File: src/hdl/replace_way_gen.sv
`default_nettype none
`timescale 1ns/1ps

module replace_way_gen #(
    parameter int num_way = 2
) (
    input  logic               clk,
    input  logic               reset,
    input  logic               advance,
    input  logic [num_way-1:0] valid_ways,
    output logic [num_way-1:0] victim_way
);

    localparam int way_bits = (num_way > 1) ? $clog2(num_way) : 1;

    logic [15:0] lfsr;
    logic found;

    // x^16 + x^14 + x^13 + x^11 + 1
    always_ff @(posedge clk) begin
        if (reset)
            lfsr <= 16'hace1;
        else if (advance)
            lfsr <= {lfsr[14:0], lfsr[15] ^ lfsr[13] ^ lfsr[12] ^ lfsr[10]};
    end

    always_comb begin
        victim_way = '0;
        victim_way[lfsr[way_bits-1:0]] = 1'b1;
        found = 1'b0;
        // lowest invalid way wins
        for (int w = 0; w < num_way; w++) begin
            if (!valid_ways[w] && !found) begin
                victim_way = '0;
                victim_way[w] = 1'b1;
                found = 1'b1;
            end
        end
    end

endmodule

`default_nettype wire

File: config.mk
export PLATFORM = sky130hd
export DESIGN_NAME = replace_way_gen
export DESIGN_NICKNAME = d
export VERILOG_FILES = /design/src/hdl/replace_way_gen.sv
export SDC_FILE = /design/constraint.sdc
export NUM_CORES = 1
export LEC_CHECK = 0
export BUFFER_PORTS_ARGS = -buffer_cell sky130_fd_sc_hd__buf_2
export CAP_MARGIN = 0
export CORE_UTILIZATION = 47
export DETAILED_ROUTE_END_ITERATION = 8
export GPL_TIMING_DRIVEN = 0
export HOLD_SLACK_MARGIN = 0.12
export PLACE_DENSITY_LB_ADDON = 0.25
export SLEW_MARGIN = 20
export SYNTH_ARGS = -nofsm -noshare
export SYNTH_HDL_FRONTEND = slang
export SYNTH_SLANG_ARGS = --single-unit
File: constraint.sdc
create_clock -name clk -period 0.9 [get_ports clk]
set_clock_uncertainty 0.15 [all_clocks]
set_input_delay 0.09 -clock clk [delete_from_list [all_inputs] [get_ports clk]]
set_output_delay 0.09 -clock clk [all_outputs]
set_load 0.03 [all_outputs]
==> impl_metrics.json <==
{
  "largest_register": "lfsr",
  "avgRoutedWirePerCell_um": 12.0,
  "powerDensity_mw_per_mm2": 1990,
  "pwr-share-comb_pct": 14.9,
  "drt_iter0_markers": 1,
  "layout_common_cells": "15 x mux2i_1, 11 x dfxtp_1, 8 x nor2_1",
  "h-tree-depth": 1,
  "dp_cells": 76,
  "peakVddDrop_uv": 1090,
  "hp-class": "input pin to register",
  "synth_seq_area_share_pct": 50.9,
  "finalNonFillerCells": 82,
  "status": "complete, but fails checks",
  "grt_max_degree": 11,
  "p_sw_uw": 360,
  "antenna_found_initial": 0,
  "cts.path.max_buffers": 2,
  "preCtsSetupSlack_ns": -0.0955,
  "antenna_cells": 0,
  "p_sw_share_pct": 24.1,
  "p_leak_nw": 0.356,
  "violations": "hold timing, setup timing",
  "setup_viol": 4,
  "initial_core_util_pct": 53.7,
  "vias": 402,
  "place_hpwl_um": 645,
  "fin_hold_ws_ns": -0.0479,
  "rows": 12,
  "power.internal_mw": 1.13,
  "critPathLaunchType": "register",
  "seqPwrFrac_pct": 53.6,
  "die_w_um": 38.6,
  "nets": 74,
  "postSynthCellCount": 58,
  "tritoncts": "built",
  "cts_sinks": 16,
  "place.gp.congestion": 0.632,
  "report.final.slew_viol_count": 0,
  "critPathArrivalTime_ns": 1.00,
  "ys_seq_elements": 16,
  "crit_path_end_kind": "primary output",
  "top_regs": "lfsr (16)",
  "max_cap_viol_count": 0,
  "crit_type": "register to primary output",
  "io_buffers": 4,
  "drtPass1Iterations": 2,
  "yosys_warnings": 0,
  "fmaxAchievable_mhz": 804,
  "dieHeight_um": 38.6,
  "area_growth_syn_to_layout_pct": 19.3,
  "pwr-share-clk_pct": 31.6,
  "tightest_slew_ns": 0.249,
  "layout_min_cycle_time_ns": 1.24,
  "cts_buffers": 3,
  "wirelength_um": 982,
  "fin_crit_sh_pct": 138,
  "grt_pass1_wl_mm": 1.76,
  "worst_slack_ns": -0.344,
  "clk_pin_slew_worst_paths_ns": 0.10,
  "antenna_left": 0,
  "layout_commonest_cell": "mux2i_1",
  "hold_violations": 8,
  "slew_headroom_pct": 83.4,
  "drive_above_1_share_pct": 32.4,
  "syn-num-nets": 63,
  "fin_util_pct": 64.1,
  "grt_use_total_pct": 18.6,
  "fp.coreArea_sq_mm": 0.00117,
  "ys_types": 13,
  "rsz0062_at_grt": "yes",
  "clock_latency_ns": 0.29,
  "syn-cell-area_sq_um": 629,
  "vias_per_cell": 4.90,
  "syn_avg_cell_area_sq_um": 10.9,
  "drcViolationCount": 0,
  "grt_overflow": 0,
  "die_area_sq_mm": 0.00149,
  "root_buffer": "clkbuf_4",
  "worstPathRequired_ns": 0.66,
  "largest_reg_flops": 16,
  "worst-path-max-fanout": 2,
  "ios": 7,
  "grt_pass1_vias": 397
}
## kinds of logic (layout without fill, tap and decap cells)
family          Yosys count  count (layout)  share of synthesized area, %
xor+xnor                  3               3                          6.56
simple gates             16              16                          9.74
compound gates            2               2                          2.19
flops                    16              16                          50.9
mux                      15              15                          23.9
buf+inv                   6              16                          6.76
## routing by layer
metal	global-route usage (%)	part of all wire (%)	vias up
met5	0	0	-
met4	5.17	0.81	0
met3	10.4	5.2	2
met2	29.2	49	6
met1	21.7	45	183
li1	-	-	211
## worst paths after layout
check                 from            end  slack, ns  cells past startpoint
hold / removal       reset       lfsr[12]      -0.05                      2
setup reg to reg  lfsr[10]        lfsr[0]      -0.10                      3
setup / recovery   lfsr[0]  victim_way[0]      -0.34                      3
hold reg to reg    lfsr[9]       lfsr[10]       0.32                      2
## power by group through the flow
stage                     Sequential (mW)  Clock [mW]  Combinational (mW)
after global placement              0.815           0               0.188
after global routing                0.804       0.510               0.244
after detailed placement            0.817           0               0.192
after CTS                           0.799       0.489               0.223
after floorplan                     0.808           0               0.163
final                               0.799       0.471               0.222
## cell usage after synthesis
cell	instances	area (sq um)
a31oi_1	1	6.26
buf_6	1	11.3
buf_8	1	15.0
clkbuf_2	1	5.00
dfxtp_1	16	320
inv_1	3	11.3
mux2i_1	15	150
nand2_1	7	26.3
nor2_1	8	30.0
nor3_1	1	5.00
o21a_1	1	7.51
xnor2_1	1	8.76
xnor2_2	2	32.5
## critical path: stages, from the launching register on
cell	delay [ns]
dfxtp_2	0.34
o21a_4	0.20
inv_4	0.05
buf_6	0.12
## final cells by class
type                    instances  area (sq um)
plain buffers                   3          31.3
clock buffers                   4          36.3
fillers                       105           420
inverters                       3          13.8
multi-input cells              36           274
flip-flops and latches         16           327
well taps                      14          17.5
repair buffers                  6          51.3
## metrics by stage
stage | total power, mW | cell area, sq um | TNS (ns) | hold WS (ns)
global route | 1.56 | 751 | -0.927 | -0.0249
finish | 1.49 | 751 | -0.764 | -0.0479
global placement | 1.00 | 682 | -0.279 | 0.268
detailed placement | 1.01 | 682 | -0.407 | 0.270
CTS | 1.51 | 751 | -0.779 | -0.0509
floorplan | 0.971 | 644 | -0.0448 | 0.168
## repair_timing
item                                    4_1_cts  5_1_grt
setup buffers                                 2        0
pin swaps                                     3        0
hold endpoints to repair                     15        9
resized for setup                             6        0
endpoints found under the setup margin        3        6
(Power assumes the default switching activity.)
