--- src/hdl/cache_pkg.sv ---
`default_nettype none

package cache_pkg;

    localparam int addr_width = 32;

    typedef enum logic [2:0] {
        idle,
        lookup,
        miss,
        dirty_miss,
        replace,
        refill
    } cache_state_e;

    // one processor load or store
    typedef struct packed {
        logic                  write;
        logic                  uncached;
        logic [1:0]            size;
        logic [addr_width-1:0] addr;
        logic [3:0]            wstrb;
        logic [31:0]           wdata;
    } cpu_req_t;

    // burst high for a whole-line refill
    typedef struct packed {
        logic [addr_width-1:0] addr;
        logic [1:0]            size;
        logic                  burst;
    } mem_rd_req_t;

    // line data travels beside this on its own port
    typedef struct packed {
        logic [addr_width-1:0] addr;
        logic [3:0]            strb;
        logic [1:0]            size;
        logic                  burst;
    } mem_wr_req_t;

endpackage

`default_nettype wire

--- src/hdl/cache.sv ---
`default_nettype none
`timescale 1ns/1ps

module cache #(
    parameter int num_way = 2,
    parameter int num_line = 64,
    parameter int bytes_per_line = 16,
    localparam int offset_width = $clog2(bytes_per_line),
    localparam int index_width = $clog2(num_line),
    localparam int tag_width = cache_pkg::addr_width - offset_width - index_width,
    localparam int words_per_line = bytes_per_line / 4,
    localparam int bank_width = $clog2(words_per_line),
    localparam int line_bits = bytes_per_line * 8
) (
    input  logic                   clk,
    input  logic                   reset,
    input  logic                   valid,
    input  cache_pkg::cpu_req_t    req,
    output logic                   addr_ok,
    output logic                   data_ok,
    output logic [31:0]            rdata,
    output logic                   rd_req,
    output cache_pkg::mem_rd_req_t rd,
    input  logic                   rd_rdy,
    input  logic                   ret_valid,
    input  logic                   ret_last,
    input  logic [31:0]            ret_data,
    output logic                   wr_req,
    output cache_pkg::mem_wr_req_t wr,
    output logic [line_bits-1:0]   wr_data,
    input  logic                   wr_rdy,
    output logic [index_width-1:0] table_index,
    output logic [tag_width-1:0]   table_tag,
    output logic [bank_width-1:0]  table_bank,
    output logic [num_way-1:0]     read_way,
    output logic                   data_we,
    output logic [num_way-1:0]     data_way,
    output logic [index_width-1:0] data_index,
    output logic [bank_width-1:0]  data_bank,
    output logic [31:0]            data_wdata,
    output logic [3:0]             data_wstrb,
    output logic [index_width-1:0] dirty_index,
    output logic [num_way-1:0]     dirty_way,
    output logic [num_way-1:0]     dirty_wway,
    output logic [index_width-1:0] dirty_windex,
    output logic                   dirty_wdata,
    output logic [num_way-1:0]     tag_wway,
    output logic [index_width-1:0] tag_windex,
    output logic [tag_width-1:0]   tag_wdata,
    input  logic [num_way-1:0]     hit_way,
    input  logic                   dirty,
    input  logic [31:0]            table_rdata,
    input  logic [line_bits-1:0]   read_line,
    input  logic [tag_width-1:0]   read_tag,
    output logic                   advance,
    input  logic [num_way-1:0]     victim_way
);
    import cache_pkg::*;

    typedef struct packed {
        logic [num_way-1:0]     way;
        logic [index_width-1:0] index;
        logic [bank_width-1:0]  bank;
        logic [3:0]             wstrb;
        logic [31:0]            wdata;
    } wbuf_t;

    cache_state_e state;
    cache_state_e state_next;
    cpu_req_t req_buf;
    cpu_req_t repl_buf;
    logic [num_way-1:0] repl_way;
    wbuf_t wbuf;
    logic wbuf_busy;
    logic first_replace;
    logic [bank_width-1:0] refill_ptr;
    logic [tag_width-1:0] req_tag;
    logic [index_width-1:0] req_index;
    logic [bank_width-1:0] req_bank;
    logic [tag_width-1:0] repl_tag;
    logic [index_width-1:0] repl_index;
    logic [bank_width-1:0] repl_bank;
    logic hit;
    logic hit_write;
    logic overlap;
    logic victim_dirty;
    logic refill_done;
    logic fill_done;
    logic lookup_ok;
    logic fill_ok;
    logic [31:0] refill_word;

    assign req_tag = req_buf.addr[addr_width-1 -: tag_width];
    assign req_index = req_buf.addr[offset_width +: index_width];
    assign req_bank = req_buf.addr[2 +: bank_width];
    assign repl_tag = repl_buf.addr[addr_width-1 -: tag_width];
    assign repl_index = repl_buf.addr[offset_width +: index_width];
    assign repl_bank = repl_buf.addr[2 +: bank_width];

    assign hit = (state == lookup) && !req_buf.uncached && |hit_way;
    assign hit_write = hit && req_buf.write;
    // load to the bank the store is about to write waits a cycle
    assign overlap = hit_write && !req.write && (req.addr[2 +: bank_width] == req_bank);
    assign addr_ok = valid && (state == idle || hit) && !overlap;

    // victim line may be the one the write buffer is dirtying right now
    assign victim_dirty = dirty || (wbuf_busy && wbuf.index == req_index
                                    && |(wbuf.way & victim_way));

    always_comb begin
        for (int i = 0; i < 4; i++) begin
            // pending store lands on its own word only
            refill_word[i*8 +: 8] = (repl_buf.write && repl_buf.wstrb[i]
                                     && refill_ptr == repl_bank) ?
                                    repl_buf.wdata[i*8 +: 8] : ret_data[i*8 +: 8];
        end
    end

    always_comb begin
        state_next = state;
        case (state)
            idle:
                if (addr_ok)
                    state_next = lookup;
            lookup:
                if (hit)
                    state_next = addr_ok ? lookup : idle;
                else if (req_buf.uncached)
                    state_next = req_buf.write ? dirty_miss : miss;
                else
                    state_next = victim_dirty ? dirty_miss : miss;
            miss:
                if (rd_rdy)
                    state_next = refill;
            dirty_miss:
                if (wr_rdy)
                    state_next = repl_buf.uncached ? idle : replace;
            replace:
                if (rd_req && rd_rdy)
                    state_next = refill;
            refill:
                if (ret_valid && ret_last)
                    state_next = idle;
            default:
                state_next = idle;
        endcase
    end

    always_ff @(posedge clk) begin
        if (reset) begin
            state <= idle;
            wbuf_busy <= 1'b0;
            first_replace <= 1'b0;
            refill_ptr <= '0;
        end else begin
            state <= state_next;
            wbuf_busy <= hit_write;
            first_replace <= (state == dirty_miss) && wr_rdy && !repl_buf.uncached;
            if (state != refill)
                refill_ptr <= '0;
            else if (ret_valid)
                refill_ptr <= refill_ptr + 1'b1;
        end
    end

    always_ff @(posedge clk) begin
        if (addr_ok)
            req_buf <= req;
        if (hit_write) begin
            wbuf.way <= hit_way;
            wbuf.index <= req_index;
            wbuf.bank <= req_bank;
            wbuf.wstrb <= req_buf.wstrb;
            wbuf.wdata <= req_buf.wdata;
        end
        if (state == lookup) begin
            repl_buf <= req_buf;
            repl_way <= victim_way;
        end
    end

    assign table_index = (state == lookup) ? req_index : repl_index;
    assign table_tag = req_tag;
    assign table_bank = req_bank;
    assign read_way = repl_way;
    assign dirty_index = req_index;
    assign dirty_way = victim_way;
    assign advance = (state == lookup) && !req_buf.uncached && !(|hit_way);

    assign refill_done = (state == refill) && ret_valid && ret_last;
    assign fill_done = refill_done && !repl_buf.uncached;

    // refill owns the data port; otherwise the write buffer drains
    always_comb begin
        if (state == refill) begin
            data_we = ret_valid && !repl_buf.uncached;
            data_way = repl_way;
            data_index = repl_index;
            data_bank = refill_ptr;
            data_wdata = refill_word;
            data_wstrb = 4'b1111;
        end else begin
            data_we = wbuf_busy;
            data_way = wbuf.way;
            data_index = wbuf.index;
            data_bank = wbuf.bank;
            data_wdata = wbuf.wdata;
            data_wstrb = wbuf.wstrb;
        end
    end

    assign dirty_wway = wbuf_busy ? wbuf.way : ({num_way{fill_done}} & repl_way);
    assign dirty_windex = wbuf_busy ? wbuf.index : repl_index;
    assign dirty_wdata = wbuf_busy || repl_buf.write;
    assign tag_wway = {num_way{fill_done}} & repl_way;
    assign tag_windex = repl_index;
    assign tag_wdata = repl_tag;

    assign lookup_ok = (state == lookup) && (hit || req_buf.write);
    assign fill_ok = (state == refill) && !repl_buf.uncached && !repl_buf.write
                     && ret_valid && refill_ptr == repl_bank;
    assign data_ok = lookup_ok || fill_ok || (refill_done && repl_buf.uncached);
    assign rdata = lookup_ok ? table_rdata : ret_data;

    // write-back pulse first and read request from the next cycle
    assign rd_req = (state == miss) || (state == replace && !first_replace);
    assign wr_req = repl_buf.uncached ? (state == dirty_miss) : first_replace;

    always_comb begin
        rd.addr = repl_buf.uncached ? repl_buf.addr :
                  {repl_tag, repl_index, {offset_width{1'b0}}};
        rd.size = repl_buf.uncached ? repl_buf.size : 2'd2;
        rd.burst = !repl_buf.uncached;
        wr.addr = repl_buf.uncached ? repl_buf.addr :
                  {read_tag, repl_index, {offset_width{1'b0}}};
        wr.strb = repl_buf.uncached ? repl_buf.wstrb : 4'b1111;
        wr.size = repl_buf.uncached ? repl_buf.size : 2'd2;
        wr.burst = !repl_buf.uncached;
        wr_data = repl_buf.uncached ? {{(line_bits-32){1'b0}}, repl_buf.wdata} : read_line;
    end

endmodule

`default_nettype wire

--- config.mk ---
export PLATFORM = sky130hd
export DESIGN_NAME = cache
export DESIGN_NICKNAME = d
export VERILOG_FILES = /design/src/hdl/cache_pkg.sv /design/src/hdl/cache.sv
export SDC_FILE = /design/constraint.sdc
export NUM_CORES = 1
export LEC_CHECK = 0
export BUFFER_PORTS_ARGS = -buffer_cell sky130_fd_sc_hd__buf_2
export CAP_MARGIN = 25
export CORE_AREA = 2 2 257 259
export CTS_CLUSTER_SIZE = 8
export DETAILED_ROUTE_END_ITERATION = 8
export DIE_AREA = 0 0 259 261
export GPL_TIMING_DRIVEN = 0
export PLACE_DENSITY = 0.49
export SETUP_SLACK_MARGIN = 0.2
export SYNTH_ARGS = -nofsm -noshare
export SYNTH_HDL_FRONTEND = slang
export SYNTH_SLANG_ARGS = --single-unit
export TNS_END_PERCENT = 20
--- constraint.sdc ---
create_clock -name clk -period 20 [get_ports clk]
set_clock_uncertainty 0.05 [all_clocks]
set_input_delay 4 -clock clk [delete_from_list [all_inputs] [get_ports clk]]
set_output_delay 4 -clock clk [all_outputs]
set_load 0.02 [all_outputs]
==> metrics.txt <==
GR Overflow Total=0; number of placed cells counting well taps=around 2300; Initial DRC Count=about 320; Die Wd=259 um; Syn Nets=around 1000; R2R cell count=7; PortBufs=662; Compound-Gate Fraction of Synth Area=0.02964; fin crit share=0.4945; Hold WC Path Type=register to register; Final Instance Area=0.01511 mm2; Worst Path Required=15.95 ns; worst vdd rail ir drop=between 0.06 and 0.07 mV; DR WL/cell=between 15 and 20 um; final design utilization=0.2323; Post-Layout Cell Count=2300; Reg clk slew, reported paths=approximately 0.070 ns; Reg2Reg Capture Point=req_buf[14]; Power per Cell Area=between 90 and 100 mW/mm2; post-cts resize count=0; WHS Path Cells=0; status=complete, no violations; postcts setup bufs=0; clock sink count=about 200; share of layout cells above drive strength 1=0.6555; reg-to-reg setup timing slack=17.37 ns; Least-Margin Pin Slew=approximately 0.95 ns; I/O pin count=~660; via count=~8300; Die Height=between 200 and 300 um; Post-Synth Simple-Gate Area=0.1140; final net count=approximately 1700; Async S/R FF share, synth=0; EDFF count, synth=192; Yosys reg bits=slightly below 200; predominant post-synthesis flop cell=edfxtp_1; Critical-path top delay cell=o21ai_2; critical-path maximum fanout=10; Root Buffer Master=clkbuf_16; CP cell instances=buf_2 > nor2_1 > nor2_1 > o21ai_2 > buf_6 > mux2_2 > buf_2; final setup violation count=0; Clock Latency Late Sink=between 0.4 and 0.5 ns; first-pass detailed-route iteration total=4; vias in the first global route=approximately 8300; Min-Delay Endpoint=repl_buf[36]; Max Fclk=about 100 MHz; start point of the worst min-delay path=req_buf[36]; die area=~0.068 mm2; H-tree lvl count=4; Post-Synth Adder-Cell Area=0; max-cap violations=0; distinct cell type count after synthesis=41; xor-xnor portion of the synthesized cell area=0.01055; largest family of logic cells by synthesized area=multiplexers; yosys warns=0; vias per inst=between 3 and 4; critical path launch point type=input pin; Worst path max stage delay=0.58 ns; Critical Path AT=approximately 5.8 ns; row count=between 90 and 100; Slew Limit Fails=0; final hold violations=0; Slew headroom=0.3697; GPL Wtd Cong=between 0.9 and 1; CTS Buf Count=17; Leak=around 0.0068 uW; Area Growth Syn to Fin=51.65%; mux cell area share after synthesis=0.1565; Multi-input gate area=approximately 0.0031 mm2; initial antenna violation count=6; Reg area=roughly 0.0059 mm2; DRC Markers=0; Core Area=approximately 0.065 mm2; total global-route track usage=0.1239; Crit Path Category=input pin to primary output; RR Startpoint=table_bank[1]; CP Capture Type=primary output; Post-Synthesis Cells=approximately 730; crit path time final=between 9 and 10 ns; total wire length=about 44 mm; CTS max path bufs=2; register area share after synthesis=0.5927; largest net degree at the start of global routing=just under 50; Cell Area, Placed=approximately 0.015 mm2; global-route wire length before repair=slightly below 60 mm; DP Wirelength=about 36 mm; initial core utilization=0.1532; Min Hold Slack=around 0.37 ns; Mean Syn Cell Area=around 14 um2; Fill cells=a little over 7000; post-route ant nets=0; Cell Area, Synth=between 0.009 and 0.01 mm2; hold_buf cts=0; RSZ-0062 raised after global routing=no; CTS tree=yes
## kinds of logic after synthesis
group                     Yosys count
and+or+nand+nor                   188
xor gates and xnor gates           12
DFF                               199
muxes                             142
AOI/OAI and AO/OA                  52
buffers and inverters             140
## metal layers
metal | vias up | track usage | wire (um)
li1 | 3901 | - | -
met1 | 3972 | 0.1380 | 17280
met2 | 387 | 0.2232 | 22460
met3 | 40 | 0.03610 | 3124
met4 | 8 | 0.04576 | 1088
met5 | - | 0 | 48
## worst max-delay path: cells and delay by family
kind                   cells  cell delay [ns]
AOI/OAI and AO/OA          1             0.58
muxes                      1             0.38
buffers and inverters      3             0.56
and+or+nand+nor            2             0.30
## where the power goes
group	internal, uW	total (uW)	switching, uW
clock network	174	347	173
logic	190	478	289
registers	527	562	35.5
total	890	1390	497
## through the flow
| stage | setup WS, ns | total power [uW] | TNS (ns) |
|---|---|---|---|
| after floorplan | 5.878 | 853.9 | 0 |
| after global placement | -0.5365 | 1057 | -0.5365 |
| after detailed placement | 9.989 | 1061 | 0 |
| after CTS | 9.984 | 1423 | 0 |
| after global routing | 9.925 | 1458 | 0 |
| final | 10.11 | 1387 | 0 |
## cell usage in the layout, fill, tap and decap left out, types with 3 or more instances in the layout
| cell type | instances |
|---|---|
| buf_2 | 671 |
| edfxtp_1 | 192 |
| mux2_2 | 110 |
| buf_4 | 102 |
| nor2b_1 | 98 |
| nand2_1 | 38 |
| mux2i_1 | 32 |
| o21ai_1 | 31 |
| clkbuf_1 | 19 |
| clkbuf_16 | 17 |
| nand2b_1 | 12 |
| xnor2_1 | 11 |
| nor2_1 | 8 |
| and2_1 | 7 |
| dfxtp_1 | 7 |
| buf_6 | 6 |
| o21ai_0 | 5 |
| nand2_8 | 4 |
| inv_1 | 4 |
| a21oi_1 | 4 |
| nand3_1 | 4 |
| clkinvlp_4 | 4 |
| buf_8 | 4 |
| nor3_1 | 3 |
| inv_6 | 3 |
## worst max-delay path by stage
stage | startpoint | slack [ns] | cells past startpoint | end
final | hit_way[1] | 10.11 | 7 | rdata[2]
after global routing | hit_way[1] | 9.93 | 7 | rdata[27]
after CTS | hit_way[1] | 9.98 | 7 | rdata[2]
after detailed placement | hit_way[1] | 9.99 | 7 | rdata[2]
after global placement | req[39] | -0.54 | 6 | addr_ok
after floorplan | hit_way[1] | 5.88 | 4 | addr_ok
## synth_stat cells (5+ instances only)
library cell	count	area [um2]
nor2_1	8	30.03
dfxtp_1	7	140.1
nand2_1	38	142.6
xnor2_1	11	96.34
buf_4	101	758.2
nor2b_1	98	613.1
clkbuf_1	19	71.32
o21ai_0	5	25.02
o21ai_1	31	155.2
and2_1	7	43.79
edfxtp_1	192	5766
nand2b_1	12	75.07
buf_6	6	67.56
buf_2	10	50.05
mux2i_1	32	320.3
mux2_2	110	1239
## area by class of cell
type | instances | share of cell area
repair buffers | 670 | 0.2295
plain buffers | 136 | 0.06285
flip-flops and latches | 199 | 0.3909
inverters | 4 | 0.0009937
diodes | 2 | 0.0003312
multi-input cells | 394 | 0.2060
well taps | 864 | 0.07155
clock inverters | 14 | 0.009689
clock buffers | 17 | 0.02816
## registers in the layout (all words and copies together), names as in the netlist
signal / count
repl_buf: 42
tag_wdata: 22
first_replace: 1
repl_bank: 2
state: 3
refill_ptr: 2
table_tag: 22
read_way: 2
dirty_index: 6
wbuf: 46
table_bank: 2
tag_windex: 6
wbuf_busy: 1
req_buf: 42
Power figures use the tool's default switching activity.
